File: src/design/mcntrl_cmd_pkg.sv
/*
 * command side definitions of the test controller
 * address map, opcode enum, mode bits, channel and frame widths
 */
package mcntrl_cmd_pkg;

    localparam int num_chn = 4;                 // memory channels under test
    localparam int chn_bits = $clog2(num_chn);  // channel index width

    localparam logic [15:0] cmd_base_addr = 16'h00f0;
    localparam logic [15:0] cmd_addr_mask = 16'h07f0;
    localparam int cmd_addr_bits = 4;           // low address bits kept after match

    // channel n: mode at 2+2n, status control at 3+2n
    typedef enum logic [cmd_addr_bits-1:0] {
        chn0_mode   = 4'h2,
        chn0_status = 4'h3,
        chn1_mode   = 4'h4,
        chn1_status = 4'h5,
        chn2_mode   = 4'h6,
        chn2_status = 4'h7,
        chn3_mode   = 4'h8,
        chn3_status = 4'h9
    } cmd_op_e;

    localparam int mode_frame_start_bit = 0;    // bits of the mode data byte
    localparam int mode_next_page_bit = 1;
    localparam int mode_suspend_bit = 2;

    localparam int frame_height_bits = 16;
    typedef logic [frame_height_bits-1:0] line_t;

    localparam int page_bits = 4;
    typedef logic [page_bits-1:0] page_t;       // wraps at 16

endpackage

File: src/design/mcntrl_status_pkg.sv
/*
 * status side definitions of the test controller
 * payload layout, status mode enum, packet length
 */
package mcntrl_status_pkg;

    localparam int payload_bits = 26;
    typedef logic [payload_bits-1:0] payload_t;

    localparam int busy_bit = 0;        // payload field positions
    localparam int finished_bit = 1;
    localparam int line_lsb = 2;        // unfinished line in 17:2
    localparam int page_lsb = 18;       // page in 21:18, 25:22 stay zero

    // status control byte: mode in wd[7:6], sequence number in wd[5:0]
    localparam int mode_lsb = 6;
    localparam int seq_bits = 6;

    typedef enum logic [1:0] {
        status_stop   = 2'd0,           // 2'd2 behaves as stop too
        status_single = 2'd1,
        status_auto   = 2'd3
    } status_mode_e;

    localparam logic [7:0] status_reg_base = 8'h3c;  // channel n reports 0x3c+n
    localparam int packet_bytes = 5;    // address byte plus four body bytes

endpackage

File: src/design/cmd_deser.sv
/*
 * byte-serial command deserializer
 * address low, address high, data; masked address match, write strobe
 */
`timescale 1ns/1ps

module cmd_deser (
    input  logic                                     mclk,
    input  logic                                     rst,
    input  logic [7:0]                               cmd_ad,
    input  logic                                     cmd_stb,
    output logic                                     cmd_we,
    output logic [mcntrl_cmd_pkg::cmd_addr_bits-1:0] cmd_a,
    output logic [7:0]                               cmd_data
);
    import mcntrl_cmd_pkg::*;

    logic [1:0] byte_cnt;       // 0 idle, 1 expect addr high, 2 expect data
    logic [7:0] addr_lo;
    logic [7:0] addr_hi;
    logic       addr_match;
    logic       data_byte;

    assign addr_match = ((({addr_hi, addr_lo}) ^ cmd_base_addr) & cmd_addr_mask) == 16'h0000;
    assign data_byte  = !cmd_stb && (byte_cnt == 2'd2);  // a new strobe aborts

    always_ff @(posedge mclk or posedge rst) begin
        if (rst) begin
            byte_cnt <= 2'd0;
            cmd_we   <= 1'b0;
        end else begin
            cmd_we <= data_byte && addr_match;
            if (cmd_stb) begin
                byte_cnt <= 2'd1;
            end else if (byte_cnt == 2'd2) begin
                byte_cnt <= 2'd0;
            end else if (byte_cnt != 2'd0) begin
                byte_cnt <= byte_cnt + 2'd1;
            end
        end
    end

    always_ff @(posedge mclk) begin
        if (cmd_stb) begin
            addr_lo <= cmd_ad;
        end
        if (!cmd_stb && (byte_cnt == 2'd1)) begin
            addr_hi <= cmd_ad;
        end
        if (data_byte) begin
            cmd_data <= cmd_ad;
            cmd_a    <= addr_lo[cmd_addr_bits-1:0];  // opcode lives in low nibble
        end
    end

endmodule

File: src/design/channel_ctrl.sv
/*
 * per-channel command decode and frame tracking
 * mode pulses, suspend level, page counter, busy and finished flags
 */
`timescale 1ns/1ps

module channel_ctrl #(
    parameter int chn = 0
) (
    input  logic                                     mclk,
    input  logic                                     rst,
    input  logic                                     cmd_we,
    input  logic [mcntrl_cmd_pkg::cmd_addr_bits-1:0] cmd_a,
    input  logic [7:0]                               cmd_data,
    input  logic                                     page_ready,
    input  logic                                     frame_done,
    input  mcntrl_cmd_pkg::line_t                    line_unfinished,
    output logic                                     frame_start,
    output logic                                     next_page,
    output logic                                     suspend,
    output logic                                     status_we,
    output mcntrl_status_pkg::payload_t              payload
);
    import mcntrl_cmd_pkg::*;
    import mcntrl_status_pkg::*;

    localparam cmd_op_e mode_op = cmd_op_e'(int'(chn0_mode) + 2 * chn);
    localparam cmd_op_e status_op = cmd_op_e'(int'(chn0_status) + 2 * chn);

    logic  set_mode;
    page_t page;
    logic  busy;
    logic  finished;

    assign set_mode  = cmd_we && (cmd_a == mode_op);
    assign status_we = cmd_we && (cmd_a == status_op);  // data goes straight to status_gen

    always_ff @(posedge mclk or posedge rst) begin
        if (rst) begin
            frame_start <= 1'b0;
            next_page   <= 1'b0;
            suspend     <= 1'b0;
            page        <= '0;
            busy        <= 1'b0;
            finished    <= 1'b0;
        end else begin
            frame_start <= set_mode && cmd_data[mode_frame_start_bit];
            next_page   <= set_mode && cmd_data[mode_next_page_bit];
            if (set_mode) begin
                suspend <= cmd_data[mode_suspend_bit];  // level, held until next mode write
            end
            if (frame_start) begin
                page <= '0;
            end else if (page_ready) begin
                page <= page + 1'b1;
            end
            if (frame_start && !frame_done) begin
                busy     <= 1'b1;
                finished <= 1'b0;
            end else if (!frame_start && frame_done) begin
                busy     <= 1'b0;
                finished <= 1'b1;
            end
        end
    end

    always_comb begin
        payload = '0;                           // unused page bits read as zero
        payload[busy_bit] = busy;
        payload[finished_bit] = finished;
        payload[line_lsb +: frame_height_bits] = line_unfinished;
        payload[page_lsb +: page_bits] = page;
    end

endmodule

File: src/design/status_gen.sv
/*
 * per-channel status packet sender
 * stop, single and auto modes, sequence number, rq/start handshake
 */
`timescale 1ns/1ps

module status_gen #(
    parameter logic [7:0] status_addr = mcntrl_status_pkg::status_reg_base
) (
    input  logic                        mclk,
    input  logic                        rst,
    input  logic                        status_we,
    input  logic [7:0]                  wd,
    input  mcntrl_status_pkg::payload_t payload,
    output logic [7:0]                  ad,
    output logic                        rq,
    input  logic                        start
);
    import mcntrl_status_pkg::*;

    typedef enum logic [1:0] {
        st_idle,
        st_req,                             // rq high, address byte on ad
        st_send                             // four body bytes
    } state_e;

    state_e              state;
    status_mode_e        mode;
    status_mode_e        wd_mode;
    logic [seq_bits-1:0] seq;
    payload_t            sent;              // payload of the last packet
    logic [1:0]          byte_cnt;
    logic                pend;              // request written during a send
    logic                wr_req;
    logic                changed;
    logic                last_byte;

    assign wd_mode   = status_mode_e'(wd[mode_lsb +: 2]);
    assign wr_req    = status_we && ((wd_mode == status_single) || (wd_mode == status_auto));
    assign changed   = (mode == status_auto) && (payload != sent);
    assign last_byte = byte_cnt == 2'(packet_bytes - 2);
    assign rq        = state == st_req;

    always_ff @(posedge mclk or posedge rst) begin
        if (rst) begin
            mode <= status_stop;
            seq  <= '0;
        end else if (status_we) begin
            mode <= wd_mode;
            seq  <= wd[seq_bits-1:0];
        end
    end

    always_ff @(posedge mclk or posedge rst) begin
        if (rst) begin
            state    <= st_idle;
            byte_cnt <= 2'd0;
            pend     <= 1'b0;
        end else begin
            case (state)
                st_idle: begin
                    if (wr_req || changed) begin
                        state <= st_req;
                    end
                end
                st_req: begin
                    if (start) begin
                        state    <= st_send;
                        byte_cnt <= 2'd0;
                    end
                end
                st_send: begin
                    byte_cnt <= byte_cnt + 2'd1;
                    if (last_byte) begin
                        state <= (pend || wr_req || changed) ? st_req : st_idle;
                    end
                end
                default: state <= st_idle;
            endcase
            pend <= (state == st_send) && !last_byte && (pend || wr_req);
        end
    end

    always_ff @(posedge mclk) begin
        if ((state == st_req) && start) begin
            sent <= payload;                // snapshot at start
        end
    end

    always_comb begin
        if (state != st_send) begin
            ad = status_addr;
        end else begin
            case (byte_cnt)
                2'd0:    ad = {seq, sent[1:0]};
                2'd1:    ad = sent[9:2];
                2'd2:    ad = sent[17:10];
                default: ad = sent[payload_bits-1 -: 8];
            endcase
        end
    end

endmodule

File: src/design/status_router.sv
/*
 * round-robin status router
 * merges the per-channel packet streams onto one rq/start link
 */
`timescale 1ns/1ps

module status_router (
    input  logic                                      mclk,
    input  logic                                      rst,
    input  logic [mcntrl_cmd_pkg::num_chn-1:0][7:0]   in_ad,
    input  logic [mcntrl_cmd_pkg::num_chn-1:0]        in_rq,
    output logic [mcntrl_cmd_pkg::num_chn-1:0]        in_start,
    output logic [7:0]                                status_ad,
    output logic                                      status_rq,
    input  logic                                      status_start
);
    import mcntrl_cmd_pkg::*;
    import mcntrl_status_pkg::*;

    typedef enum logic [1:0] {
        rt_idle,
        rt_req,                             // granted, waiting for status_start
        rt_send
    } state_e;

    state_e              state;
    logic [chn_bits-1:0] gnt;               // current or last granted channel
    logic [chn_bits-1:0] nxt;
    logic [chn_bits-1:0] idx;
    logic                found;
    logic [1:0]          byte_cnt;          // body bytes passed

    // search starts one past the last grant
    always_comb begin
        nxt   = gnt;
        found = 1'b0;
        idx   = gnt;
        for (int i = 1; i <= num_chn; i++) begin
            idx = gnt + chn_bits'(i);       // wraps, num_chn is a power of two
            if (!found && in_rq[idx]) begin
                nxt   = idx;
                found = 1'b1;
            end
        end
    end

    always_ff @(posedge mclk or posedge rst) begin
        if (rst) begin
            state    <= rt_idle;
            gnt      <= chn_bits'(num_chn - 1);  // channel 0 wins first
            byte_cnt <= 2'd0;
        end else begin
            case (state)
                rt_idle: begin
                    if (found) begin
                        gnt   <= nxt;
                        state <= rt_req;
                    end
                end
                rt_req: begin
                    if (status_start) begin
                        state    <= rt_send;
                        byte_cnt <= 2'd0;
                    end
                end
                rt_send: begin
                    byte_cnt <= byte_cnt + 2'd1;
                    if (byte_cnt == 2'(packet_bytes - 2)) begin
                        state <= rt_idle;    // grant released after last byte
                    end
                end
                default: state <= rt_idle;
            endcase
        end
    end

    assign status_rq = state == rt_req;
    assign status_ad = in_ad[gnt];

    always_comb begin
        in_start = '0;
        if (state == rt_req) begin
            in_start[gnt] = status_start;   // only the granted sender sees start
        end
    end

endmodule

File: src/design/mcntrl_test01.sv
/*
 * four-channel memory test controller, top level
 * command deserializer, channel controls, status senders and router
 */
`timescale 1ns/1ps

module mcntrl_test01 (
    input  logic                                                  mclk,
    input  logic                                                  rst,
    input  logic [7:0]                                            cmd_ad,
    input  logic                                                  cmd_stb,
    output logic [7:0]                                            status_ad,
    output logic                                                  status_rq,
    input  logic                                                  status_start,
    output logic [mcntrl_cmd_pkg::num_chn-1:0]                    frame_start,
    output logic [mcntrl_cmd_pkg::num_chn-1:0]                    next_page,
    output logic [mcntrl_cmd_pkg::num_chn-1:0]                    suspend,
    input  logic [mcntrl_cmd_pkg::num_chn-1:0]                    page_ready,
    input  logic [mcntrl_cmd_pkg::num_chn-1:0]                    frame_done,
    input  mcntrl_cmd_pkg::line_t [mcntrl_cmd_pkg::num_chn-1:0]   line_unfinished
);
    import mcntrl_cmd_pkg::*;
    import mcntrl_status_pkg::*;

    logic                     cmd_we;
    logic [cmd_addr_bits-1:0] cmd_a;
    logic [7:0]               cmd_data;
    logic [num_chn-1:0]       status_we;
    payload_t [num_chn-1:0]   payload;
    logic [num_chn-1:0][7:0]  chn_ad;       // per-channel status links
    logic [num_chn-1:0]       chn_rq;
    logic [num_chn-1:0]       chn_start;

    cmd_deser cmd_deser_i (
        .mclk     (mclk),
        .rst      (rst),
        .cmd_ad   (cmd_ad),
        .cmd_stb  (cmd_stb),
        .cmd_we   (cmd_we),
        .cmd_a    (cmd_a),
        .cmd_data (cmd_data)
    );

    for (genvar n = 0; n < num_chn; n++) begin : g_chn
        channel_ctrl #(
            .chn (n)
        ) channel_ctrl_i (
            .mclk            (mclk),
            .rst             (rst),
            .cmd_we          (cmd_we),
            .cmd_a           (cmd_a),
            .cmd_data        (cmd_data),
            .page_ready      (page_ready[n]),
            .frame_done      (frame_done[n]),
            .line_unfinished (line_unfinished[n]),
            .frame_start     (frame_start[n]),
            .next_page       (next_page[n]),
            .suspend         (suspend[n]),
            .status_we       (status_we[n]),
            .payload         (payload[n])
        );

        status_gen #(
            .status_addr (8'(status_reg_base + n))
        ) status_gen_i (
            .mclk      (mclk),
            .rst       (rst),
            .status_we (status_we[n]),
            .wd        (cmd_data),
            .payload   (payload[n]),
            .ad        (chn_ad[n]),
            .rq        (chn_rq[n]),
            .start     (chn_start[n])
        );
    end

    status_router status_router_i (
        .mclk         (mclk),
        .rst          (rst),
        .in_ad        (chn_ad),
        .in_rq        (chn_rq),
        .in_start     (chn_start),
        .status_ad    (status_ad),
        .status_rq    (status_rq),
        .status_start (status_start)
    );

endmodule

File: config.mk
export PLATFORM = sky130hd
export DESIGN_NAME = mcntrl_test01
export DESIGN_NICKNAME = d
export VERILOG_FILES = /design/src/design/mcntrl_cmd_pkg.sv /design/src/design/mcntrl_status_pkg.sv /design/src/design/cmd_deser.sv /design/src/design/channel_ctrl.sv /design/src/design/status_gen.sv /design/src/design/status_router.sv /design/src/design/mcntrl_test01.sv
export SDC_FILE = /design/constraint.sdc
export NUM_CORES = 1
export LEC_CHECK = 0
export ABC_CLOCK_PERIOD_IN_PS = 8500
export BUFFER_PORTS_ARGS = -buffer_cell sky130_fd_sc_hd__buf_2
export CORE_UTILIZATION = 45
export CTS_BUF_LIST = sky130_fd_sc_hd__clkbuf_8
export CTS_CLUSTER_SIZE = 25
export DETAILED_ROUTE_END_ITERATION = 8
export GPL_TIMING_DRIVEN = 0
export HOLD_SLACK_MARGIN = 0.12
export SLEW_MARGIN = 20
export SYNTH_ARGS = -nofsm -noshare
export SYNTH_HDL_FRONTEND = slang
export SYNTH_SLANG_ARGS = --single-unit
File: constraint.sdc
create_clock -name mclk -period 8.5 [get_ports mclk]
set_input_delay 1.275 -clock mclk [delete_from_list [all_inputs] [get_ports mclk]]
set_output_delay 1.275 -clock mclk [all_outputs]
set_load 0.005 [all_outputs]
# Word-level counts from Yosys, hierarchy flattened
# Cells that the tools add are included.
dict set report classes {
  order_cmp 5
  addsub 13
  eq_ne 62
  mux 89
  bitwise 3
  n_reduce_logical 117
}
# operator n
set op_table {}
lappend op_table {{$pmux 8 s3} 4}
lappend op_table {{$ne 22x22->1} 4}
lappend op_table {{$mux 2} 26}
lappend op_table {{$logic_and 1x1->1} 51}
lappend op_table {{$eq 2x2->1 const B} 20}
lappend op_table {{$mux 8} 5}
lappend op_table {{$mux 4} 9}
lappend op_table {{$pmux 2 s3} 5}
lappend op_table {{$mux 1} 29}
lappend op_table {{$reduce_bool 2->1} 14}
lappend op_table {{$eq 2x1->1 const B} 11}
lappend op_table {{$ne 2x1->1 const B} 11}
lappend op_table {{$pmux 2 s2} 5}
lappend op_table {{$logic_not 2->1} 9}
lappend op_table {{$add 4x1->4 const B} 4}
lappend op_table {{$bmux 8 s2} 1}
lappend op_table {{$eq 4x3->1 const B} 4}
lappend op_table {{$logic_not 1->1} 16}
lappend op_table {{$logic_not 16->1} 1}
lappend op_table {{$ne 2x2->1 const B} 8}
lappend op_table {{$reduce_and 3->1} 5}
lappend op_table {{$add 2x1->2 const B} 7}
lappend op_table {{$logic_or 1x1->1} 13}
lappend op_table {{$lt 2x3->1 const B} 4}
lappend op_table {{12 further kinds} 23}
dict set report totals {
  elab_cells 346
  reg_bits 208
  input_bits 84
}

# Longest topological paths before layout
dict set report depth {
  word_depth 15
  depth_mapped 8
  mapped_depth_nobuf 7
}

# Cells and area by module
# Synthesis repeated with hierarchy kept, for this count alone.
dict set report hier_totals {
  cells_unflattened 918
  hier_area_um2 11323.4
}
# mod area_each_um2 n_inst cells_per_inst
set by_module_without_submodules {}
lappend by_module_without_submodules {{status_gen (g_chn[0].status_gen_i ...)} 1869.3 3 149}
lappend by_module_without_submodules {{status_gen (g_chn[3].status_gen_i)} 1873.0 1 150}
lappend by_module_without_submodules {{channel_ctrl (g_chn[1].channel_ctrl_i ...)} 565.5 2 55}
lappend by_module_without_submodules {cmd_deser 828.3 1 34}
lappend by_module_without_submodules {status_router 723.2 1 65}
lappend by_module_without_submodules {{channel_ctrl (g_chn[0].channel_ctrl_i)} 581.8 1 56}
lappend by_module_without_submodules {{channel_ctrl (g_chn[2].channel_ctrl_i)} 578.1 1 56}

# Worst setup path before layout
# Ideal clock, no wire load.
dict set report synth_path {
  path_kind {input to register}
  start {in status_start}
  end {reg g_chn[0].status_gen_i.sent[0] (enable)}
  cell_stages 4
  setup_time_ns 0.401
  arrival_ns 2.737
  setup_slack_ns 5.363
  t_required_ns 8.099
  cell_sequence {and3b_1 -> clkbuf_1 -> nand2_1 -> nor2_1}
}
dict set report synth_between {
  elab_chain_cells 3
}
# element line
set synth_rtl {}
lappend synth_rtl {{start: declaration} mcntrl_test01.sv:14} ;# input logic status_start,
lappend synth_rtl {{$and 4x4->4 (no line)} -}
lappend synth_rtl {{$mux 4} status_router.sv:82} ;# if (state == rt_req) begin
lappend synth_rtl {{$logic_and 1x1->1} status_gen.sv:85} ;# if ((state == st_req) && start) begin
lappend synth_rtl {{end signal: assignment} status_gen.sv:86} ;# sent <= payload;
lappend synth_rtl {{end: declaration} status_gen.sv:31} ;# payload_t sent;
# Every way passes these cells.
# A chain may end at the register's enable or synchronous reset.

# Worst setup path in the final report
dict set report layout_path {
  start {reg g_chn[0].status_gen_i.byte_cnt[0]}
  end {out status_ad[0]}
}
dict set report layout_between {
  elab_chain_cells 5
}
# element line
set layout_rtl {}
lappend layout_rtl {{start: declaration} status_gen.sv:32} ;# logic [1:0] byte_cnt;
lappend layout_rtl {{start signal: assignment} status_gen.sv:73} ;# byte_cnt <= byte_cnt + 2'd1;
lappend layout_rtl {{$eq 2x2->1, or another cell as far along} status_gen.sv:94} ;# case (byte_cnt)
lappend layout_rtl {{$pmux 8 s3 *} status_gen.sv:94}
lappend layout_rtl {{$mux 8 *} status_gen.sv:91} ;# if (state != st_send) begin
lappend layout_rtl {{$bmux 8 s2 *} status_router.sv:78} ;# assign status_ad = in_ad[gnt];
lappend layout_rtl {{$mux 8 (implied by the code) *} status_router.sv:78}
lappend layout_rtl {{end: declaration} mcntrl_test01.sv:12} ;# output logic [7:0] status_ad,
# Every way passes the cells marked *; elsewhere a longest branch is shown, timed or not. The select of a mux whose other input is x is not followed.

==> metrics.cfg <==
[worst_setup_path]
critPathMaxFanout=8
reg2regPathDepth=6
cp_data_required_time_ns=7.22
end_kind=output pin
crit_chain=inv_1 > ha_1 > clkbuf_1 > a222oi_1 > a2111oi_0 > a311o_1 > buf_2
critical-path-slowest-cell=a2111oi_0
worst-setup-path-type=reg -> out
arrival_ns=2.98
start_kind=flip-flop
cpPeakStageDelay_ns=0.86

[floorplan]
core_region_area_sq_mm=0.0212
dieArea_sq_mm=0.0225
rows=53
start_util_pct=46.4
num_io_pins=105
die_w_um=150
die_y_um=150

[global_routing]
grt_pass1_vias=6882
grt_max_degree=50
grtUsageTotal_pct=21.7
grt_pass1_wl_mm=37.1
grt-ovfl-total=0
antenna_found_initial=0

[final_layout]
syn_to_final_growth_pct=17.3
layout.nets=1026
drive_above_1_share_pct=25.6
antennaDiodeCount=0
final_util_pct=54.4

[routing]
drt_first_iter_violations=546
wl_per_cell_um=19.4
ant_nets=0
wl_met3_mm=1.41
wirelength_mm=23.6
highest_layer=met4
drcViolationCount=0
routed_via_density=5.60
dr.pass1.iters=9
wl_met1_mm=10.6
via_count=6812
wl_met2_mm=11.1

[run_status]
status=finished, final reports clean

[synth]
synth_cell_types=63
synthTopCellsByCount=edfxtp_1 (111), dfrtp_1 (95), xor2_1 (68), nor2_1 (48), mux2_2 (38)
ys_warn_count=0
ys_seq_elements=208
postSynth.asyncResetShare_pct=46.6
synth_enable_flop_cells=111
synth_seq_area_share_pct=58.5
synth_area_leaders=edfxtp_1 (34%), dfrtp_1 (24%), xor2_1 (6.0%)
yosysTopAreaCell=edfxtp_1
synth_ff_type=edfxtp_1
synthMostInstantiatedCell=edfxtp_1
avgSynthCellArea_sq_um=12.9
yosysTopAreaCellShare_pct=33.9
synth_cells=764
syn_nets=877
syn_area_sq_mm=0.00984

[cts]
cts_htree_levels=2
cts_inserted_buffers=37
clk_latency_ns=0.53
root_buffer=clkbuf_8
path_clk_slew_ns=0.06
clock-sinks=208
cts_tree=built
postCtsHoldBufs=0
postCtsSetupBuffers=0
ctsLongestPathBuffers=3
cts_resized=0

[timing]
rsz0062_at_grt=false
tightestPinTransition_ns=0.916
relSlewSlack_pct=37.4
fin_crit_ns=4.26
fin_tns_setup_ns=0
fmax_ghz=0.235
timing.final.crit_share_pct=50.1
slew_violations=0
hold_viol=0
setup_viol=0
fin_skew_ns=0.0191

[power_and_ir_drop]
p_per_area_mw_per_mm2=204
leakagePower_nw=4.89
ir_drop_v=0.000128

[flow_run]
maxCapViolations=0

[hold_path]
hold_path_class=reg -> reg
hold_depth=0

[place]
dp_hpwl_mm=17.3
gp_routability_congestion=0.858
io_buffers=104

[worst paths after layout]
| path | end | from | slack, ns |
|---|---|---|---|
| min | cmd_deser_i.cmd_a[3] | cmd_deser_i.addr_lo[3] | 0.42 |
| min reg2reg | cmd_deser_i.cmd_a[3] | cmd_deser_i.addr_lo[3] | 0.42 |
| max | status_ad[0] | g_chn[0].status_gen_i.byte_cnt[0] | 4.24 |
| min in group asynchronous | g_chn[2].channel_ctrl_i.page[1] | rst | 0.79 |
| max in group asynchronous | g_chn[0].status_gen_i.byte_cnt[1] | rst | 7.09 |
| max reg2reg | g_chn[2].status_gen_i.sent[11] | status_router_i.state[0] | 6.05 |
[cell usage in the layout (no fill, tap or decap), types with 26 or more instances in the layout]
master,instances
dfrtp_1,95
mux2_2,38
nor2_1,44
a222oi_1,32
xnor2_1,32
clkbuf_8,46
buf_2,107
nand2_1,26
ha_1,29
o21ai_0,26
edfxtp_1,111
inv_1,41
xor2_1,68
[cells by family after synthesis]
family,after synthesis,share of synthesized area (%)
compound gates,121,8.96
xor+xnor,100,8.90
fa+ha+maj,30,3.80
buf+inv,72,3.56
flops,208,58.5
mux,62,7.03
simple gates,171,9.21
[through the flow]
step	instances	power, mW	hold WS [ns]	setup WS [ns]	area [sq um]
after CTS	1217	2.38	0.423	4.25	11500
after global placement	1143	1.45	0.407	3.38	10700
after detailed placement	1149	1.47	0.405	4.82	10800
after floorplan	764	1.37	0.400	4.69	9840
after global routing	1217	2.46	0.423	4.11	11500
final	1217	2.35	0.422	4.24	11500
[flip-flops by register name (all words and copies together) (netlist names), 8 cells and up]
name,cells
cmd_deser_i.addr_lo,8
cmd_deser_i.cmd_data,8
g_chn.channel_ctrl_i.page,16
g_chn.status_gen_i.byte_cnt,8
g_chn.status_gen_i.mode,8
g_chn.status_gen_i.sent,88
g_chn.status_gen_i.seq,24
g_chn.status_gen_i.state,8
[worst max-delay path: cells and delay by family (launching register included)]
family	cells	cell delay, ns
DFF	1	0.43
buffers and inverters	3	0.54
adders and majority gates	1	0.14
AOI/OAI and AO/OA	3	1.34
[layer usage]
| layer | vias to the layer above | GRT usage (%) |
|---|---|---|
| met4 | 0 | 7.42 |
| met5 | - | 0 |
| li1 | 3143 | - |
| met3 | 50 | 4.12 |
| met2 | 242 | 33.7 |
| met1 | 3377 | 30.4 |
[layout make-up]
cell class              count  area [sq um]
inverters                  33           129
clock buffers              46           633
repair buffers            110           608
multi-input cells         484          3750
flip-flops and latches    208          5760
fillers                  1830          9670
clock inverters            22          96.3
well taps                 275           344
plain buffers              39           226
[where the power goes]
group          leakage [nW]  total [mW]  internal [mW]  switching, mW
combinational          2.24       0.248          0.117          0.131
sequential             2.23        1.20           1.13         0.0707
clock                 0.421       0.899          0.489          0.409
Power figures use the tool's default switching activity.
